[src/hdl/rob_pkg.sv]
// Shared sizes, ring index type and enums for the ROB entry tracker, referenced by scoped name
`default_nettype none

package rob_pkg;

	// ==============================
	// Sizes
	// ==============================

	// Number of slots in the reorder ring
	localparam int ROB_ENTRIES = 16;

	// Largest room value ever reported to dispatch
	localparam int ROOM_MAX = 12;

	// Dispatch width, the most entries written in one cycle
	localparam int ENQ_MAX = 4;

	// ==============================
	// Types
	// ==============================

	// Ring index, wraps naturally modulo 16
	typedef logic [3:0] rob_ndx_t;

	// Control states; both sweep states clear one entry per cycle
	typedef enum logic [1:0] {
		ST_CLEAR,
		ST_RUN,
		ST_FLUSH
	} rob_state_t;

	// Command codes shared by the stimulus decoder and the entry store
	// The store reuses OP_FLUSH as its per-entry clear command
	typedef enum logic [2:0] {
		OP_NOP,
		OP_ENQ,
		OP_DONE,
		OP_HWI,
		OP_FLUSH
	} rob_op_t;

endpackage

`default_nettype wire
[src/hdl/rob_top.sv]
// Top level of the ROB entry tracker, connecting control, pointers, flag store and room counter
`timescale 1ns/1ns
`default_nettype none

module rob_top (
	input  wire logic              clk,
	input  wire logic              arst_n,
	input  wire logic              enq,
	input  wire logic [2:0]        enq_count,
	input  wire logic              done,
	input  wire rob_pkg::rob_ndx_t done_index,
	input  wire logic              hwi_set,
	input  wire rob_pkg::rob_ndx_t hwi_index,
	input  wire logic              flush,
	output logic [3:0]             room,
	output logic                   enq_ack,
	output logic                   retire,
	output rob_pkg::rob_ndx_t      retire_index,
	output logic                   busy,
	output rob_pkg::rob_ndx_t      head,
	output rob_pkg::rob_ndx_t      tail
);

	// ==============================
	// Internal nets
	// ==============================

	logic                            sweep_en;
	logic                            ptr_clear;
	logic                            run;
	logic                            sweep_last;
	rob_pkg::rob_ndx_t               sweep_index;
	logic [rob_pkg::ROB_ENTRIES-1:0] entry_valid;
	logic [rob_pkg::ROB_ENTRIES-1:0] entry_done;
	logic [rob_pkg::ROB_ENTRIES-1:0] entry_hwi;

	// The only place room is checked; an oversized group is dropped, not stalled
	assign enq_ack = enq && run && ({1'b0, enq_count} <= room);

	// ==============================
	// Instances
	// ==============================

	rob_ctrl_fsm rob_ctrl_fsm_i (
		.clk        (clk),
		.arst_n     (arst_n),
		.flush      (flush),
		.sweep_last (sweep_last),
		.sweep_en   (sweep_en),
		.ptr_clear  (ptr_clear),
		.run        (run),
		.busy       (busy)
	);

	rob_pointers rob_pointers_i (
		.clk         (clk),
		.arst_n      (arst_n),
		.run         (run),
		.enq_ack     (enq_ack),
		.enq_count   (enq_count),
		.retire      (retire),
		.sweep_en    (sweep_en),
		.ptr_clear   (ptr_clear),
		.head        (head),
		.tail        (tail),
		.sweep_index (sweep_index),
		.sweep_last  (sweep_last)
	);

	rob_entry_store rob_entry_store_i (
		.clk          (clk),
		.arst_n       (arst_n),
		.run          (run),
		.head         (head),
		.tail         (tail),
		.enq_ack      (enq_ack),
		.enq_count    (enq_count),
		.done         (done),
		.done_index   (done_index),
		.hwi_set      (hwi_set),
		.hwi_index    (hwi_index),
		.sweep_en     (sweep_en),
		.sweep_index  (sweep_index),
		.entry_valid  (entry_valid),
		.entry_done   (entry_done),
		.entry_hwi    (entry_hwi),
		.retire       (retire),
		.retire_index (retire_index)
	);

	// Executed flags play no part in room, only occupancy and reservations do
	rob_queue_room rob_queue_room_i (
		.entry_valid (entry_valid),
		.entry_hwi   (entry_hwi),
		.head        (head),
		.tail        (tail),
		.room        (room)
	);

endmodule

`default_nettype wire

[src/hdl/rob_ctrl_fsm.sv]
// State machine that runs the clearing sweep after reset and after a flush, then enables the ROB
`timescale 1ns/1ns
`default_nettype none

module rob_ctrl_fsm (
	input  wire logic clk,
	input  wire logic arst_n,
	input  wire logic flush,
	input  wire logic sweep_last,
	output logic      sweep_en,
	output logic      ptr_clear,
	output logic      run,
	output logic      busy
);

	rob_pkg::rob_state_t state;
	rob_pkg::rob_state_t state_nxt;

	// ==============================
	// State register
	// ==============================

	// Reset lands in the clearing sweep so no stale flag survives power-up
	always_ff @(posedge clk or negedge arst_n) begin
		if (!arst_n) begin
			state <= rob_pkg::ST_CLEAR;
		end else begin
			state <= state_nxt;
		end
	end

	// ==============================
	// Next state
	// ==============================

	// Both sweeps end on the last slot and go back to normal running
	// A flush is only taken while running; during a sweep it is ignored
	always_comb begin
		state_nxt = state;
		case (state)
			rob_pkg::ST_CLEAR: begin
				if (sweep_last) begin
					state_nxt = rob_pkg::ST_RUN;
				end
			end
			rob_pkg::ST_RUN: begin
				if (flush) begin
					state_nxt = rob_pkg::ST_FLUSH;
				end
			end
			rob_pkg::ST_FLUSH: begin
				if (sweep_last) begin
					state_nxt = rob_pkg::ST_RUN;
				end
			end
			default: state_nxt = rob_pkg::ST_CLEAR;
		endcase
	end

	// ==============================
	// Outputs
	// ==============================

	// Sweeping covers both clearing states
	assign sweep_en  = (state == rob_pkg::ST_CLEAR) || (state == rob_pkg::ST_FLUSH);

	// Pointers reset together with the clearing of the final slot
	assign ptr_clear = sweep_en && sweep_last;

	assign run       = (state == rob_pkg::ST_RUN);

	// Dispatch and execute must hold off for the whole sweep
	assign busy      = (state != rob_pkg::ST_RUN);

endmodule

`default_nettype wire

[src/hdl/rob_pointers.sv]
// Head, tail and sweep index counters of the ROB ring, all wrapping modulo 16
`timescale 1ns/1ns
`default_nettype none

module rob_pointers (
	input  wire logic              clk,
	input  wire logic              arst_n,
	input  wire logic              run,
	input  wire logic              enq_ack,
	input  wire logic [2:0]        enq_count,
	input  wire logic              retire,
	input  wire logic              sweep_en,
	input  wire logic              ptr_clear,
	output rob_pkg::rob_ndx_t      head,
	output rob_pkg::rob_ndx_t      tail,
	output rob_pkg::rob_ndx_t      sweep_index,
	output logic                   sweep_last
);

	// ==============================
	// Ring pointers
	// ==============================

	// Pointers return to slot 0 when a sweep finishes
	// Tail moves by the whole dispatch group, head by one retired entry
	always_ff @(posedge clk or negedge arst_n) begin
		if (!arst_n) begin
			head <= '0;
			tail <= '0;
		end else if (ptr_clear) begin
			head <= '0;
			tail <= '0;
		end else if (run) begin
			if (enq_ack) begin
				tail <= tail + {1'b0, enq_count};
			end
			if (retire) begin
				head <= head + 4'd1;
			end
		end
	end

	// ==============================
	// Sweep counter
	// ==============================

	// Walks every slot once; the 4-bit wrap brings it back to 0 after 15
	always_ff @(posedge clk or negedge arst_n) begin
		if (!arst_n) begin
			sweep_index <= '0;
		end else if (sweep_en) begin
			sweep_index <= sweep_index + 4'd1;
		end
	end

	// Marks the final slot of a sweep
	assign sweep_last = (sweep_index == rob_pkg::rob_ndx_t'(rob_pkg::ROB_ENTRIES - 1));

endmodule

`default_nettype wire

[src/hdl/rob_entry_store.sv]
// Per-entry valid, done and hwi flags of the ROB, updated by dispatch, execute, retire and sweep
`timescale 1ns/1ns
`default_nettype none

module rob_entry_store (
	input  wire logic                            clk,
	input  wire logic                            arst_n,
	input  wire logic                            run,
	input  wire rob_pkg::rob_ndx_t               head,
	input  wire rob_pkg::rob_ndx_t               tail,
	input  wire logic                            enq_ack,
	input  wire logic [2:0]                      enq_count,
	input  wire logic                            done,
	input  wire rob_pkg::rob_ndx_t               done_index,
	input  wire logic                            hwi_set,
	input  wire rob_pkg::rob_ndx_t               hwi_index,
	input  wire logic                            sweep_en,
	input  wire rob_pkg::rob_ndx_t               sweep_index,
	output logic [rob_pkg::ROB_ENTRIES-1:0]      entry_valid,
	output logic [rob_pkg::ROB_ENTRIES-1:0]      entry_done,
	output logic [rob_pkg::ROB_ENTRIES-1:0]      entry_hwi,
	output logic                                 retire,
	output rob_pkg::rob_ndx_t                    retire_index
);

	// Distance of each slot from the tail, used to find the enqueue window
	rob_pkg::rob_ndx_t enq_off [rob_pkg::ROB_ENTRIES];

	// Write command chosen for each slot this cycle
	rob_pkg::rob_op_t entry_cmd [rob_pkg::ROB_ENTRIES];

	// ==============================
	// Retire
	// ==============================

	// The oldest entry leaves once it has been executed
	assign retire       = run && entry_valid[head] && entry_done[head];
	assign retire_index = head;

	// ==============================
	// Per-slot command decode
	// ==============================

	// Clearing wins over everything, then a new dispatch, then execute marks
	// Room never covers a valid head, so dispatch and retire cannot share a slot
	always_comb begin
		for (int i = 0; i < rob_pkg::ROB_ENTRIES; i++) begin
			enq_off[i]   = rob_pkg::rob_ndx_t'(i) - tail;
			entry_cmd[i] = rob_pkg::OP_NOP;
			if (sweep_en && sweep_index == rob_pkg::rob_ndx_t'(i)) begin
				entry_cmd[i] = rob_pkg::OP_FLUSH;
			end else if (retire && head == rob_pkg::rob_ndx_t'(i)) begin
				entry_cmd[i] = rob_pkg::OP_FLUSH;
			end else if (run && enq_ack && enq_off[i] < {1'b0, enq_count}) begin
				entry_cmd[i] = rob_pkg::OP_ENQ;
			end else if (run && done && done_index == rob_pkg::rob_ndx_t'(i)) begin
				entry_cmd[i] = rob_pkg::OP_DONE;
			end else if (run && hwi_set && hwi_index == rob_pkg::rob_ndx_t'(i)) begin
				entry_cmd[i] = rob_pkg::OP_HWI;
			end
		end
	end

	// ==============================
	// Flag registers
	// ==============================

	always_ff @(posedge clk or negedge arst_n) begin
		if (!arst_n) begin
			entry_valid <= '0;
			entry_done  <= '0;
			entry_hwi   <= '0;
		end else begin
			for (int i = 0; i < rob_pkg::ROB_ENTRIES; i++) begin
				case (entry_cmd[i])
					rob_pkg::OP_FLUSH: begin
						entry_valid[i] <= 1'b0;
						entry_done[i]  <= 1'b0;
						entry_hwi[i]   <= 1'b0;
					end
					// A fresh entry starts unexecuted and takes over any reservation
					rob_pkg::OP_ENQ: begin
						entry_valid[i] <= 1'b1;
						entry_done[i]  <= 1'b0;
						entry_hwi[i]   <= 1'b0;
					end
					rob_pkg::OP_DONE: entry_done[i] <= 1'b1;
					rob_pkg::OP_HWI:  entry_hwi[i]  <= 1'b1;
					default: begin
					end
				endcase
			end
		end
	end

endmodule

`default_nettype wire

[src/hdl/rob_queue_room.sv]
// Combinational free-slot counter that tells dispatch how many entries fit ahead of the tail
`timescale 1ns/1ns
`default_nettype none

module rob_queue_room (
	input  wire logic [rob_pkg::ROB_ENTRIES-1:0] entry_valid,
	input  wire logic [rob_pkg::ROB_ENTRIES-1:0] entry_hwi,
	input  wire rob_pkg::rob_ndx_t               head,
	input  wire rob_pkg::rob_ndx_t               tail,
	output logic [3:0]                           room
);

	// ==============================
	// Slot walk
	// ==============================

	// Ring slot examined at the current offset of the walk
	rob_pkg::rob_ndx_t slot;

	// Stays high while every slot walked so far is usable
	logic run_open;

	// Length of the free run found so far
	logic [3:0] run_len;

	// The walk covers at most ROOM_MAX slots, which also caps the answer
	// A slot is usable when it holds no instruction and no interrupt reservation
	// Reaching the head slot ends the run, except at offset 0
	// At offset 0 the head slot can only be free when the ring is empty, and the
	// free test below already rejects it in every other case
	always_comb begin
		slot     = tail;
		run_open = 1'b1;
		run_len  = 4'd0;
		for (int k = 0; k < rob_pkg::ROOM_MAX; k++) begin
			slot = tail + rob_pkg::rob_ndx_t'(k);
			// Dispatch may never wrap onto the oldest entry
			if (k != 0 && slot == head) begin
				run_open = 1'b0;
			end
			// A reserved or occupied slot blocks everything beyond it
			if (entry_valid[slot] || entry_hwi[slot]) begin
				run_open = 1'b0;
			end
			if (run_open) begin
				run_len = run_len + 4'd1;
			end
		end
	end

	// The run length is the room reported to dispatch
	assign room = run_len;

endmodule

`default_nettype wire

[config.mk]
export PLATFORM = sky130hd
export DESIGN_NAME = rob_top
export DESIGN_NICKNAME = d
export VERILOG_FILES = /design/src/hdl/rob_pkg.sv /design/src/hdl/rob_top.sv /design/src/hdl/rob_ctrl_fsm.sv /design/src/hdl/rob_pointers.sv /design/src/hdl/rob_entry_store.sv /design/src/hdl/rob_queue_room.sv
export SDC_FILE = /design/constraint.sdc
export NUM_CORES = 1
export LEC_CHECK = 0
export ABC_AREA = 1
export BUFFER_PORTS_ARGS = -buffer_cell sky130_fd_sc_hd__buf_2
export CAP_MARGIN = 10
export CORE_AREA = 4 4 180 130
export CTS_BUF_LIST = sky130_fd_sc_hd__clkbuf_8
export DETAILED_ROUTE_END_ITERATION = 10
export DIE_AREA = 0 0 184 134
export GPL_ROUTABILITY_DRIVEN = 0
export PLACE_DENSITY = 0.51
export SETUP_SLACK_MARGIN = 0.3
export SYNTH_ARGS = -nofsm -noshare
export SYNTH_HDL_FRONTEND = slang
export SYNTH_SLANG_ARGS = --single-unit
[constraint.sdc]
create_clock -name clk -period 9.8 [get_ports clk]
set_input_delay 0.98 -clock clk [delete_from_list [all_inputs] [get_ports clk]]
set_output_delay 0.98 -clock clk [all_outputs]
set_load 0.03 [all_outputs]
==> results.toml <==
[yosys]
ys_seq_area_share_pct = 21.96
synth-edff-count = 0
yosys-mux-area-fraction_pct = 0
yosysWarningCount = 0
synth_area_mm2 = 0.007064
synthXorXnorAreaFrac_pct = 4.570
synth-simple-area-share_pct = 42.54
ys.flop_type = "dfrtp_1"
syn_inst = 1153
synth_top_family_by_area = "simple AND/OR/NAND/NOR gates"
synth-adder-area-share_pct = 8.714
syn-num-nets = 1218
synth.distinct_cells = 56
synth_seq_cells = 62
synth_compound_area_share_pct = 10.75
synthArstFlopShare_pct = 100.0
avgSynthCellArea_um2 = 6.127

[die]
die_h_um = 134
core_mm2 = 0.02151
die_area_mm2 = 0.02466
row_count = 45
die_w_um = 184
start_util_pct = 32.84
pin_count = 36

[sta]
fin_setup_tns_ps = 0
clock.fmax_mhz = 113.0
period_needed_ps = 8849
hold_violations = 0
period_share_pct = 90.29
final.setup_skew_ps = 13.95
worst_pin_slew_ps = 826.2
setup_viol = 0
slew-limit-headroom_pct = 44.92
slew_violations = 0
rsz0062_at_grt = "false"

[layout]
final_nets = 1256
diodes = 0
layout-drive-gt1-share_pct = 11.45
fillers = 2406
mostFrequentLayoutCells = "nand2_1 (340), nand3_1 (144), inv_1 (143)"
final_common_cell = "nand2_1"
area.growth.synth_to_final_pct = 11.99

[drt]
vias_per_cell = 5.020
wl_mm = 23.44
drtIter0Drc = 700
routedWlPerCell_um = 15.86
drc = 0
dr.pass1.iters = 7
routed-via-count = 7419
ant_nets = 0

[min_path]
min_from = "rob_ctrl_fsm_i.state[0]"
hold_end = "rob_pointers_i.sweep_index[0]"
holdPathStages = 1
hold_class = "reg2reg"

[setup_path]
crit-reg2reg-launch = "rob_pointers_i.tail[1]"
end_kind = "output port"
cpPeakStageDelay_ps = 360
r2r-end = "rob_entry_store_i.entry_done[7]"
r2r_cells = 55
worst_setup_path_start_kind = "register"
path_class = "reg2out"
cp_max_fo = 16
cp_common_cell = "nand2_1"
crit_required_ps = 8820
critPathSlowestCell = "dfrtp_1"
arrival_ps = 7870
r2r_slack_ps = 1830

[clock_tree]
cts_buffer_depth = 2
cts-buffers-inserted = 9
path_clk_slew_ps = 80
cts_tree = "yes"
root_buffer = "clkbuf_8"
hold_buffers = 0
htreeDepth = 3
clk_latency_ps = 360
clock_sinks = 62

[grt]
overflow = 0
grt_start_max_net_pins = 63
grtUsageTotal_pct = 19.13
grt_pass1_wl_mm = 37.61
antenna_found_initial = 0
grt_pass1_vias = 6886

[job]
maxCapViolations = 0

[placement]
hpwl_mm = 18.95
port_buffers = 35

[run_status]
status = "finished, final reports clean"
[state kept, by name (all words and copies together), names as in the netlist]
register / count
rob_pointers_i.head: 4
rob_entry_store_i.entry_valid: 16
rob_ctrl_fsm_i.state: 2
rob_pointers_i.tail: 4
rob_entry_store_i.entry_done: 16
rob_entry_store_i.entry_hwi: 16
rob_pointers_i.sweep_index: 4
[per-stage QoR]
step                area, um2  utilization (%)  cells  worst slack [ps]  hold slack, ps
floorplan                7064                -   1153             624.2           445.3
global placement         7513            34.93   1452             772.4           451.3
detailed placement       7513            34.93   1452             644.0           456.8
CTS                      7755            36.06   1471             321.3           465.9
global route             7911            36.78   1478             293.9           493.8
finish                   7911            36.78   1478             951.4           463.6
[worst max-delay path: cells and delay by family, from the launching register on]
family | cells | cell delay (ps)
buffers and inverters | 11 | 1260
DFF | 1 | 360
adders and majority gates | 7 | 1720
AOI/OAI and AO/OA | 4 | 590
xor gates and xnor gates | 1 | 140
and+or+nand+nor | 31 | 3450
[per-layer routing]
metal	global-route usage, %	part of all wire [%]	wire [um]
met5	0	0	0
met1	31.73	54	12630
met2	25.24	37	8773
met4	2.217	0.68	159
met3	4.202	8.0	1881
[worst max path at each step]
stage,from,end,slack [ps]
2_1_floorplan,rob_pointers_i.tail[1],enq_ack,620
3_3_place_gp,rob_pointers_i.tail[0],enq_ack,770
3_5_place_dp,rob_pointers_i.tail[0],enq_ack,640
4_1_cts,rob_pointers_i.tail[0],enq_ack,320
5_1_grt,rob_pointers_i.tail[1],enq_ack,290
6_report,rob_pointers_i.tail[1],enq_ack,950
[cell type report]
cell class,instances,area [um2],area share [%]
clock buffers,10,137.6,1.740
clock inverters,6,70.07,0.8857
inverters,162,616.8,7.797
multi-input cells,897,4791,60.56
flip-flops and latches,62,1553,19.63
well taps,282,352.8,4.460
repair buffers,59,390.4,4.934
[synth_stat cells (2+ instances only)]
master    instances  area, um2
a211o_1           4      35.03
a211oi_1          3      22.52
a21boi_0          2      15.01
a21o_1            2      15.01
a21oi_1          47      235.2
a31oi_1           3      18.77
a32o_1            2      20.02
and2_1            2      12.51
buf_2            10      50.05
buf_4             9      67.56
buf_6             4      45.04
clkbuf_1          8      30.03
clkinv_1          6      22.52
clkinv_2          2      10.01
dfrtp_1          62       1551
fa_1              2      40.04
ha_1             46      575.6
inv_1           144      540.5
inv_2             9      33.78
nand2_1         342       1284
nand2_2           7      43.79
nand2_4           3      33.78
nand3_1         144      720.7
nand3_2          12      120.1
nand3_4           2      35.03
nand4_1          12      75.07
nor2_1          130      488.0
nor2_4            2      22.52
nor3_1           16      80.08
nor4_1            3      18.77
o211ai_1          5      37.54
o21ai_0          50      250.2
o21ai_1           2      10.01
o31ai_1           3      22.52
or2_2             4      25.02
xnor2_1           8      70.07
xor2_1           22      192.7
[what timing repair did]
item                       4_1_cts  5_1_grt
setup endpoints to repair        1        1
setup buffers                    3        7
gates cloned                     0        0
pin swaps                        1        5
gates resized for setup          1       23
[cells by family after synthesis]
group           count (synthesis)
compound gates                132
xor+xnor                       33
fa+ha+maj                      48
buf+inv                       194
flops                          62
simple gates                  684
Power is left out: the tool's default activity adds up to more than one toggle a clock period on the data nets, which glitch-free logic cannot reach.
